===== config.mk =====
export PLATFORM = sky130hd
export DESIGN_NAME = csr_file
export DESIGN_NICKNAME = d
export VERILOG_FILES = /design/src/hdl/csr_pkg.sv /design/src/hdl/csr_bus_if.sv /design/src/hdl/csr_access.sv /design/src/hdl/csr_counters.sv /design/src/hdl/csr_file.sv /design/src/hdl/csr_trap_regs.sv
export SDC_FILE = /design/constraint.sdc
export NUM_CORES = 1
export LEC_CHECK = 0
export ABC_CLOCK_PERIOD_IN_PS = 3550
export BUFFER_PORTS_ARGS = -buffer_cell sky130_fd_sc_hd__buf_2
export CAP_MARGIN = 0
export CORE_MARGIN = 2
export CORE_UTILIZATION = 53
export DETAILED_ROUTE_END_ITERATION = 8
export GPL_TIMING_DRIVEN = 0
export PLACE_DENSITY = 0.77
export SLEW_MARGIN = 20
export SYNTH_ARGS = -nofsm -noshare
export SYNTH_HDL_FRONTEND = slang
export SYNTH_SLANG_ARGS = --single-unit

===== constraint.sdc =====
create_clock -name clk -period 3.55 [get_ports clk]
set_input_delay 0.8875 -clock clk [delete_from_list [all_inputs] [get_ports clk]]
set_output_delay 0.8875 -clock clk [all_outputs]
set_load 0.02 [all_outputs]

===== src/hdl/csr_pkg.sv =====
`default_nettype none

package csr_pkg;

    typedef logic [11:0] csr_addr_t;
    typedef logic [31:0] csr_word_t;
    typedef logic [63:0] csr_count_t;

    typedef enum logic [1:0] {
        csr_op_rw = 2'b00,
        csr_op_rs = 2'b01,
        csr_op_rc = 2'b10
    } csr_op_e;

    typedef enum logic {
        csr_src_imm = 1'b0,
        csr_src_reg = 1'b1
    } csr_src_e;

    // machine trap setup and handling
    localparam csr_addr_t csr_mstatus  = 12'h300;
    localparam csr_addr_t csr_misa     = 12'h301;
    localparam csr_addr_t csr_mie      = 12'h304;
    localparam csr_addr_t csr_mtvec    = 12'h305;
    localparam csr_addr_t csr_mscratch = 12'h340;
    localparam csr_addr_t csr_mepc     = 12'h341;
    localparam csr_addr_t csr_mcause   = 12'h342;
    localparam csr_addr_t csr_mtval    = 12'h343;
    localparam csr_addr_t csr_mip      = 12'h344;

    // counters and user aliases
    localparam csr_addr_t csr_mcycle    = 12'hb00;
    localparam csr_addr_t csr_minstret  = 12'hb02;
    localparam csr_addr_t csr_mcycleh   = 12'hb80;
    localparam csr_addr_t csr_minstreth = 12'hb82;
    localparam csr_addr_t csr_cycle     = 12'hc00;
    localparam csr_addr_t csr_time      = 12'hc01;
    localparam csr_addr_t csr_instret   = 12'hc02;
    localparam csr_addr_t csr_cycleh    = 12'hc80;
    localparam csr_addr_t csr_timeh     = 12'hc81;
    localparam csr_addr_t csr_instreth  = 12'hc82;

    localparam csr_addr_t csr_mvendorid = 12'hf11;
    localparam csr_addr_t csr_marchid   = 12'hf12;
    localparam csr_addr_t csr_mimpid    = 12'hf13;
    localparam csr_addr_t csr_mhartid   = 12'hf14;

    // zero-reading ranges, limits inclusive
    localparam csr_addr_t csr_mhpmevent_base    = 12'h323;
    localparam csr_addr_t csr_mhpmevent_limit   = 12'h33f;
    localparam csr_addr_t csr_pmpcfg_base       = 12'h3a0;
    localparam csr_addr_t csr_pmpcfg_limit      = 12'h3a3;
    localparam csr_addr_t csr_pmpaddr_base      = 12'h3b0;
    localparam csr_addr_t csr_pmpaddr_limit     = 12'h3bf;
    localparam csr_addr_t csr_mhpmcounter_base  = 12'hb03;
    localparam csr_addr_t csr_mhpmcounter_limit = 12'hb1f;
    localparam csr_addr_t csr_mhpmcounterh_base  = 12'hb83;
    localparam csr_addr_t csr_mhpmcounterh_limit = 12'hb9f;

    localparam csr_word_t misa_value = 32'h4000_0100;  // mxl=1, I only

    localparam int mie_bit  = 3;  // mstatus
    localparam int mpie_bit = 7;  // mstatus
    localparam int msie_bit = 3;
    localparam int mtie_bit = 7;
    localparam int meie_bit = 11;

    localparam logic [1:0] mstatus_mpp_machine = 2'b11;

    // full mcause words, interrupt flag in bit 31
    typedef enum logic [31:0] {
        mcause_instr_misaligned = 32'h0000_0000,
        mcause_instr_fault      = 32'h0000_0001,
        mcause_illegal_instr    = 32'h0000_0002,
        mcause_breakpoint       = 32'h0000_0003,
        mcause_load_misaligned  = 32'h0000_0004,
        mcause_load_fault       = 32'h0000_0005,
        mcause_store_misaligned = 32'h0000_0006,
        mcause_store_fault      = 32'h0000_0007,
        mcause_ecall_m          = 32'h0000_000b,
        mcause_msoft_irq        = 32'h8000_0003,
        mcause_mtimer_irq       = 32'h8000_0007,
        mcause_mext_irq         = 32'h8000_000b
    } mcause_code_e;

endpackage

`default_nettype wire


===== src/hdl/csr_bus_if.sv =====
`default_nettype none

interface csr_bus_if;

    csr_pkg::csr_addr_t addr;
    logic               wr_en;  // one-cycle strobe, already gated
    csr_pkg::csr_word_t wr_data;

    logic               trap_hit;
    csr_pkg::csr_word_t trap_rdata;
    logic               count_hit;
    csr_pkg::csr_word_t count_rdata;

    modport access (
        output addr, wr_en, wr_data,
        input  trap_hit, trap_rdata, count_hit, count_rdata
    );

    modport trap (
        input  addr, wr_en, wr_data,
        output trap_hit, trap_rdata
    );

    // counters are read-only here
    modport counter (
        input  addr,
        output count_hit, count_rdata
    );

endinterface

`default_nettype wire


===== src/hdl/csr_access.sv =====
`default_nettype none

module csr_access #(
    parameter csr_pkg::csr_word_t HART_ID = 32'd0
) (
    input  logic                stall,
    input  logic                flush,
    input  logic                write,
    input  csr_pkg::csr_op_e    op,
    input  csr_pkg::csr_src_e   src,
    input  csr_pkg::csr_addr_t  csr,
    input  csr_pkg::csr_word_t  rs1_value,
    input  csr_pkg::csr_word_t  imm_value,
    output csr_pkg::csr_word_t  read_value,
    csr_bus_if.access           bus
);

    csr_pkg::csr_word_t operand;
    csr_pkg::csr_word_t const_value;
    csr_pkg::csr_word_t new_value;

    assign operand = (src == csr_pkg::csr_src_reg) ? rs1_value : imm_value;

    // constant part of the address map
    always_comb begin
        case (csr) inside
            csr_pkg::csr_misa: begin
                const_value = csr_pkg::misa_value;
            end
            csr_pkg::csr_mhartid: begin
                const_value = HART_ID;
            end
            csr_pkg::csr_mvendorid,
            csr_pkg::csr_marchid,
            csr_pkg::csr_mimpid,
            csr_pkg::csr_mip: begin
                const_value = '0;  // mip has no pending sources yet
            end
            [csr_pkg::csr_mhpmevent_base : csr_pkg::csr_mhpmevent_limit],
            [csr_pkg::csr_pmpcfg_base : csr_pkg::csr_pmpcfg_limit],
            [csr_pkg::csr_pmpaddr_base : csr_pkg::csr_pmpaddr_limit],
            [csr_pkg::csr_mhpmcounter_base : csr_pkg::csr_mhpmcounter_limit],
            [csr_pkg::csr_mhpmcounterh_base : csr_pkg::csr_mhpmcounterh_limit]: begin
                const_value = '0;
            end
            default: begin
                const_value = '0;  // unlisted, still predictable
            end
        endcase
    end

    // register blocks win over the constant space
    always_comb begin
        if (bus.trap_hit) begin
            read_value = bus.trap_rdata;
        end else if (bus.count_hit) begin
            read_value = bus.count_rdata;
        end else begin
            read_value = const_value;
        end
    end

    always_comb begin
        case (op)
            csr_pkg::csr_op_rw: new_value = operand;
            csr_pkg::csr_op_rs: new_value = read_value | operand;
            csr_pkg::csr_op_rc: new_value = read_value & ~operand;
            default:            new_value = read_value;  // no change
        endcase
    end

    assign bus.addr    = csr;
    assign bus.wr_data = new_value;
    assign bus.wr_en   = write && !stall && !flush;

endmodule

`default_nettype wire


===== src/hdl/csr_counters.sv =====
`default_nettype none

module csr_counters (
    input  logic                clk,
    input  logic                reset,
    input  logic                retired,
    input  logic                wb_flush,
    output csr_pkg::csr_count_t cycle_count,
    csr_bus_if.counter          bus
);

    csr_pkg::csr_count_t cycle_q;
    csr_pkg::csr_count_t instret_q;

    logic               hit;
    csr_pkg::csr_word_t rdata;

    always_ff @(posedge clk) begin
        if (reset) begin
            cycle_q   <= '0;
            instret_q <= '0;
        end else begin
            cycle_q <= cycle_q + 64'd1;
            if (retired && !wb_flush) begin
                instret_q <= instret_q + 64'd1;  // flushed retires don't count
            end
        end
    end

    assign cycle_count = cycle_q;

    // time has no separate timer, shares the cycle count
    always_comb begin
        hit = 1'b1;
        case (bus.addr)
            csr_pkg::csr_mcycle,
            csr_pkg::csr_cycle,
            csr_pkg::csr_time:      rdata = cycle_q[31:0];
            csr_pkg::csr_mcycleh,
            csr_pkg::csr_cycleh,
            csr_pkg::csr_timeh:     rdata = cycle_q[63:32];
            csr_pkg::csr_minstret,
            csr_pkg::csr_instret:   rdata = instret_q[31:0];
            csr_pkg::csr_minstreth,
            csr_pkg::csr_instreth:  rdata = instret_q[63:32];
            default: begin
                hit   = 1'b0;
                rdata = '0;
            end
        endcase
    end

    assign bus.count_hit   = hit;
    assign bus.count_rdata = rdata;

endmodule

`default_nettype wire


===== src/hdl/csr_file.sv =====
`default_nettype none

module csr_file #(
    parameter csr_pkg::csr_word_t HART_ID = 32'd0
) (
    input  logic                clk,
    input  logic                reset,
    input  logic                stall,
    input  logic                flush,
    input  logic                wb_flush,
    input  logic                read,  // reads have no side effects
    input  logic                write,
    input  logic                retired,
    input  csr_pkg::csr_op_e    op,
    input  csr_pkg::csr_src_e   src,
    input  csr_pkg::csr_addr_t  csr,
    input  csr_pkg::csr_word_t  rs1_value,
    input  csr_pkg::csr_word_t  imm_value,
    output csr_pkg::csr_word_t  read_value,
    output csr_pkg::csr_count_t cycle_count
);

    csr_bus_if bus ();

    // operand, op and gating, plus the constant read space
    csr_access #(
        .HART_ID (HART_ID)
    ) csr_access_inst (
        .stall      (stall),
        .flush      (flush),
        .write      (write),
        .op         (op),
        .src        (src),
        .csr        (csr),
        .rs1_value  (rs1_value),
        .imm_value  (imm_value),
        .read_value (read_value),
        .bus        (bus.access)
    );

    csr_trap_regs csr_trap_regs_inst (
        .clk   (clk),
        .reset (reset),
        .bus   (bus.trap)
    );

    csr_counters csr_counters_inst (
        .clk         (clk),
        .reset       (reset),
        .retired     (retired),
        .wb_flush    (wb_flush),
        .cycle_count (cycle_count),  // straight to the core
        .bus         (bus.counter)
    );

endmodule

`default_nettype wire


===== src/hdl/csr_trap_regs.sv =====
`default_nettype none

module csr_trap_regs (
    input logic     clk,
    input logic     reset,
    csr_bus_if.trap bus
);

    logic               mstatus_mie;
    logic               mstatus_mpie;
    logic               mie_msie;
    logic               mie_mtie;
    logic               mie_meie;
    logic [31:2]        mtvec_base;
    logic               mtvec_mode;  // bit 1 reserved
    csr_pkg::csr_word_t mscratch;
    logic [31:2]        mepc;
    logic               mcause_irq;
    logic [3:0]         mcause_code;
    csr_pkg::csr_word_t mtval;

    logic               hit;
    csr_pkg::csr_word_t rdata;

    always_ff @(posedge clk) begin
        if (reset) begin
            mstatus_mie  <= 1'b0;
            mstatus_mpie <= 1'b0;
            mie_msie     <= 1'b0;
            mie_mtie     <= 1'b0;
            mie_meie     <= 1'b0;
            mtvec_base   <= '0;
            mtvec_mode   <= 1'b0;
            mscratch     <= '0;
            mepc         <= '0;
            mcause_irq   <= 1'b0;
            mcause_code  <= '0;
            mtval        <= '0;
        end else if (bus.wr_en) begin
            case (bus.addr)
                csr_pkg::csr_mstatus: begin
                    mstatus_mie  <= bus.wr_data[csr_pkg::mie_bit];
                    mstatus_mpie <= bus.wr_data[csr_pkg::mpie_bit];
                end
                csr_pkg::csr_mie: begin
                    mie_msie <= bus.wr_data[csr_pkg::msie_bit];
                    mie_mtie <= bus.wr_data[csr_pkg::mtie_bit];
                    mie_meie <= bus.wr_data[csr_pkg::meie_bit];
                end
                csr_pkg::csr_mtvec: begin
                    mtvec_base <= bus.wr_data[31:2];
                    mtvec_mode <= bus.wr_data[0];
                end
                csr_pkg::csr_mscratch: mscratch <= bus.wr_data;
                csr_pkg::csr_mepc:     mepc <= bus.wr_data[31:2];
                csr_pkg::csr_mcause: begin
                    mcause_irq  <= bus.wr_data[31];
                    mcause_code <= bus.wr_data[3:0];
                end
                csr_pkg::csr_mtval:    mtval <= bus.wr_data;
                default: ;
            endcase
        end
    end

    // pack fields back into place
    always_comb begin
        hit   = 1'b1;
        rdata = '0;
        case (bus.addr)
            csr_pkg::csr_mstatus: begin
                rdata[csr_pkg::mie_bit]  = mstatus_mie;
                rdata[csr_pkg::mpie_bit] = mstatus_mpie;
                rdata[12:11]             = csr_pkg::mstatus_mpp_machine;  // mpp
            end
            csr_pkg::csr_mie: begin
                rdata[csr_pkg::msie_bit] = mie_msie;
                rdata[csr_pkg::mtie_bit] = mie_mtie;
                rdata[csr_pkg::meie_bit] = mie_meie;
            end
            csr_pkg::csr_mtvec:    rdata = {mtvec_base, 1'b0, mtvec_mode};
            csr_pkg::csr_mscratch: rdata = mscratch;
            csr_pkg::csr_mepc:     rdata = {mepc, 2'b00};
            csr_pkg::csr_mcause:   rdata = {mcause_irq, 27'd0, mcause_code};
            csr_pkg::csr_mtval:    rdata = mtval;
            default:               hit = 1'b0;
        endcase
    end

    assign bus.trap_hit   = hit;
    assign bus.trap_rdata = rdata;

endmodule

`default_nettype wire


==> flow_summary.yaml <==
sta:
  actual_slew_at_the_worst_max_slew_pin_ps: 1090
  report.final.slew_viol_count: 0
  timing.final.crit_period_ps: 4010
  fmax_mhz: 250
  setup_viol: 28
  setup_repair_after_global_routing_missed_its_margin: "yes"
  max_slew_margin_pct: 26.8
  final.setup.worst_slack_ps: -456
  clock_skew_ps: 11.7
  post-route-period-util_pct: 113
  setup_total_negative_slack_ps: -3480
  hold_viol: 0
clocking:
  root_buffer: "sky130_fd_sc_hd__clkbuf_16"
  clock_tree.buffer_depth: 3
  clock-sinks: 263
  clkTransAtPathRegs_ps: 60
  hold_fix_buffers_cts: 0
  numCtsBuffers: 28
  cts_tree: "yes"
  insertion_delay_ps: 560
  htree_levels: 1
pwr:
  total_leakage_power_uw: 0.00653
  power_density_nw_per_um2: 360
  vdd_ir_drop_max_v: 0.000381
logic_synthesis:
  avgSynthCellArea_sq_um: 8.47
  synth_edf_count: 0
  yosys_warnings: 0
  syn_inst: 1657
  synth_nets: 1746
  synth-seq-area-share_pct: 37.5
  ys.flop_type: "sky130_fd_sc_hd__dfxtp_1"
  postSynthRegisterBits: 263
  ys_async_sr_fraction_pct: 0
  synth_area_sq_um: 14000
  netlist-cell-type-count: 74
routing:
  wl_um: 55800
  drt_first_pass_iters: 7
  drc: 0
  routedWlPerCell_um: 24.4
  viasPerCell: 6.70
  postRouteAntennaNets: 0
  routed-via-count: 15400
  dr.first_iter.drc_count: 2373
critical_path:
  biggest_fanout_along_the_worst_timing_path: 5
  critical_path.max_stage_delay_ps: 750
  criticalPathCategory: "input pin to output pin"
  worst_ep_required_time_ps: 2660
  cp-end-kind: "output pin"
  worst_setup_path_start_kind: "input pin"
  ordered_cell_list_for_the_critical_path: "buf_12 -> buf_8 -> mux2_4 -> a32o_2 -> a222oi_1 -> o21ai_1 -> a221o_1 -> buf_6"
  critPathSlowestCell: "sky130_fd_sc_hd__a222oi_1"
  worstPathArrival_ps: 3120
placement:
  post-place-ws_ps: -1220
  post_dp_cell_area_sq_um: 15400
  placement.io_buffers: 178
  place_inst: 2170
  detailed_place_hpwl_um: 38100
  gp_congestion: 0.975
layout:
  post-route-cell-area_sq_um: 17900
  drive_gt1_share_pct: 22.6
  n_antenna_cell: 0
  layout.core_utilization_pct: 68.6
  net_count_final: 2027
  finish.cell_count_without_fillers: 2291
  layout_area_growth_over_synthesis_pct: 27.4
die:
  row_count: 59
  start_util_pct: 53.9
  die-width_um: 167
  fp.dieH_um: 167
  core_area_sq_um: 26100
  io_pins: 183
  fp.dieArea_sq_um: 27800
worst_hold_path:
  min_path_type: "flop to flop"
global_routing:
  maximum_number_of_pins_on_one_net_before_global_route_repair: 14
  global_route.overflow_total: 0
  via_count_of_the_first_global_routing_pass: 14400
  groute.usage.overall_pct: 37.7
  grt_pass1_wl_um: 82600
  antenna_found_initial: 0
run_status:
  status: "finished with violations"
  violations_in_the_final_reports: "setup timing"
job:
  max_cap_viol_count: 0
[worst paths after layout]
kind,startpoint,to,slack (ps),depth (start not counted)
worst min register to register,csr_trap_regs_inst.mtvec_base[30]$_SDFFE_PP0P_,csr_trap_regs_inst.mtvec_base[30]$_SDFFE_PP0P_,490,2
worst max register to register,csr_counters_inst.cycle_count[3]$_SDFF_PP0_,csr_counters_inst.cycle_count[61]$_SDFF_PP0_,480,7
worst min-delay path,csr_trap_regs_inst.mtvec_base[30]$_SDFFE_PP0P_,csr_trap_regs_inst.mtvec_base[30]$_SDFFE_PP0P_,490,2
worst max-delay path,csr[1],read_value[30],-460,8
[state kept, by name, indices dropped and copies added, names as in the netlist]
register,count
csr_trap_regs_inst.mstatus_mpie,1
csr_counters_inst.cycle_count,64
csr_trap_regs_inst.mie_msie,1
csr_trap_regs_inst.mcause_irq,1
csr_trap_regs_inst.mtval,32
csr_trap_regs_inst.mcause_code,4
csr_trap_regs_inst.mstatus_mie,1
csr_trap_regs_inst.mtvec_mode,1
csr_trap_regs_inst.mtvec_base,30
csr_counters_inst.instret_q,64
csr_trap_regs_inst.mepc,30
csr_trap_regs_inst.mie_meie,1
csr_trap_regs_inst.mscratch,32
csr_trap_regs_inst.mie_mtie,1
[synth_stat cells, types with 7 or more instances]
library cell	count	area (sq um)
sky130_fd_sc_hd__a2bb2oi_1	18	158
sky130_fd_sc_hd__nand3b_1	91	683
sky130_fd_sc_hd__inv_1	27	101
sky130_fd_sc_hd__o2bb2ai_1	9	78.8
sky130_fd_sc_hd__o21ai_0	71	355
sky130_fd_sc_hd__clkbuf_1	88	330
sky130_fd_sc_hd__nor3_1	60	300
sky130_fd_sc_hd__a211oi_1	48	360
sky130_fd_sc_hd__buf_2	26	130
sky130_fd_sc_hd__nand4_1	34	213
sky130_fd_sc_hd__xor2_1	47	412
sky130_fd_sc_hd__a21oi_1	64	320
sky130_fd_sc_hd__o211ai_1	13	97.6
sky130_fd_sc_hd__dfxtp_1	263	5270
sky130_fd_sc_hd__xnor2_1	68	596
sky130_fd_sc_hd__a221o_1	10	100
sky130_fd_sc_hd__a22oi_1	26	195
sky130_fd_sc_hd__nand3_1	49	245
sky130_fd_sc_hd__and3_1	21	131
sky130_fd_sc_hd__nor2_1	228	856
sky130_fd_sc_hd__a21o_1	7	52.6
sky130_fd_sc_hd__o41ai_1	48	420
sky130_fd_sc_hd__o22ai_1	12	75.1
sky130_fd_sc_hd__nor4_1	13	81.3
sky130_fd_sc_hd__and2_1	7	43.8
sky130_fd_sc_hd__a211o_1	9	78.8
sky130_fd_sc_hd__or3_1	20	125
sky130_fd_sc_hd__nand2_1	75	282
sky130_fd_sc_hd__and4_1	19	166
sky130_fd_sc_hd__mux2i_1	85	851
[per-stage QoR]
step | total power [uW] | hold WS (ps)
global placement | 3450 | 449
global route | 6570 | 502
CTS | 6370 | 470
finish | 6440 | 488
detailed placement | 3460 | 462
floorplan | 3290 | 432
[cells in the final DEF (no fill, tap or decap), types with 11 or more instances in the layout]
master and instances:
sky130_fd_sc_hd__a21oi_1 55, sky130_fd_sc_hd__o211ai_1 13, sky130_fd_sc_hd__o41ai_1 48, sky130_fd_sc_hd__nor2_1 217
sky130_fd_sc_hd__clkbuf_16 29, sky130_fd_sc_hd__or3_1 19, sky130_fd_sc_hd__nor2_4 11, sky130_fd_sc_hd__dfxtp_1 263
sky130_fd_sc_hd__buf_2 151, sky130_fd_sc_hd__clkbuf_1 85, sky130_fd_sc_hd__mux2i_1 84, sky130_fd_sc_hd__a22oi_1 23
sky130_fd_sc_hd__buf_6 45, sky130_fd_sc_hd__nand3b_1 91, sky130_fd_sc_hd__inv_1 27, sky130_fd_sc_hd__nor4_1 12
sky130_fd_sc_hd__nand2_1 73, sky130_fd_sc_hd__a211oi_1 47, sky130_fd_sc_hd__nand4_1 34, sky130_fd_sc_hd__xnor2_1 68
sky130_fd_sc_hd__o21ai_0 64, sky130_fd_sc_hd__and3_1 20, sky130_fd_sc_hd__buf_8 12, sky130_fd_sc_hd__nand3_1 48
sky130_fd_sc_hd__buf_4 74, sky130_fd_sc_hd__and4_1 18, sky130_fd_sc_hd__xor2_1 47, sky130_fd_sc_hd__nor3_1 58
[power by group]
group          switching (uW)  total, uW  internal, uW
clock network            1240       2940          1700
logic                     334        536           202
registers                9.37       2960          2960
[cell type report]
type                       instances  area [sq um]
buffer                           124           792
multi-input combinational       1242          8650
inverter                          27           101
clock inverter                     4          47.5
clock buffer                      44           852
timing repair buffer             252          1750
sequential                       263          5270
fill                            2003          8180
tap                              335           419
[what timing repair did]
action / 4_1_cts / 5_1_grt
buffers inserted: 39 / 36
pin swaps: 37 / 35
endpoints found under the setup margin: 32 / 32
resized for setup: 182 / 100
cloned: 2 / 0
[critical path, delay by kind of cell]
kind                   cells  cell delay, ps
AO/OA/AOI/OAI              4            1540
buffers and inverters      3             380
multiplexers               1             310
[cells by family after synthesis]
group                      Yosys count  share of synthesized area, %
xor gates and xnor gates           115                          7.18
and+or+nand+nor                    661                          25.2
buffers and inverters              152                          4.51
DFF                                263                          37.5
AOI/OAI and AO/OA                  372                          18.8
muxes                               92                          6.70
adders and majority gates            2                         0.178
[layer usage]
layer,vias to the layer above,wire length (um),global-route usage (%),share of wire [%]
li1,6655,-,-,-
met1,7225,20500,46.9,37
met2,1187,24800,59.3,44
met3,285,6340,8.63,11
met4,0,4140,23.2,7.4
met5,-,0,0,0
(Power assumes the default switching activity.)
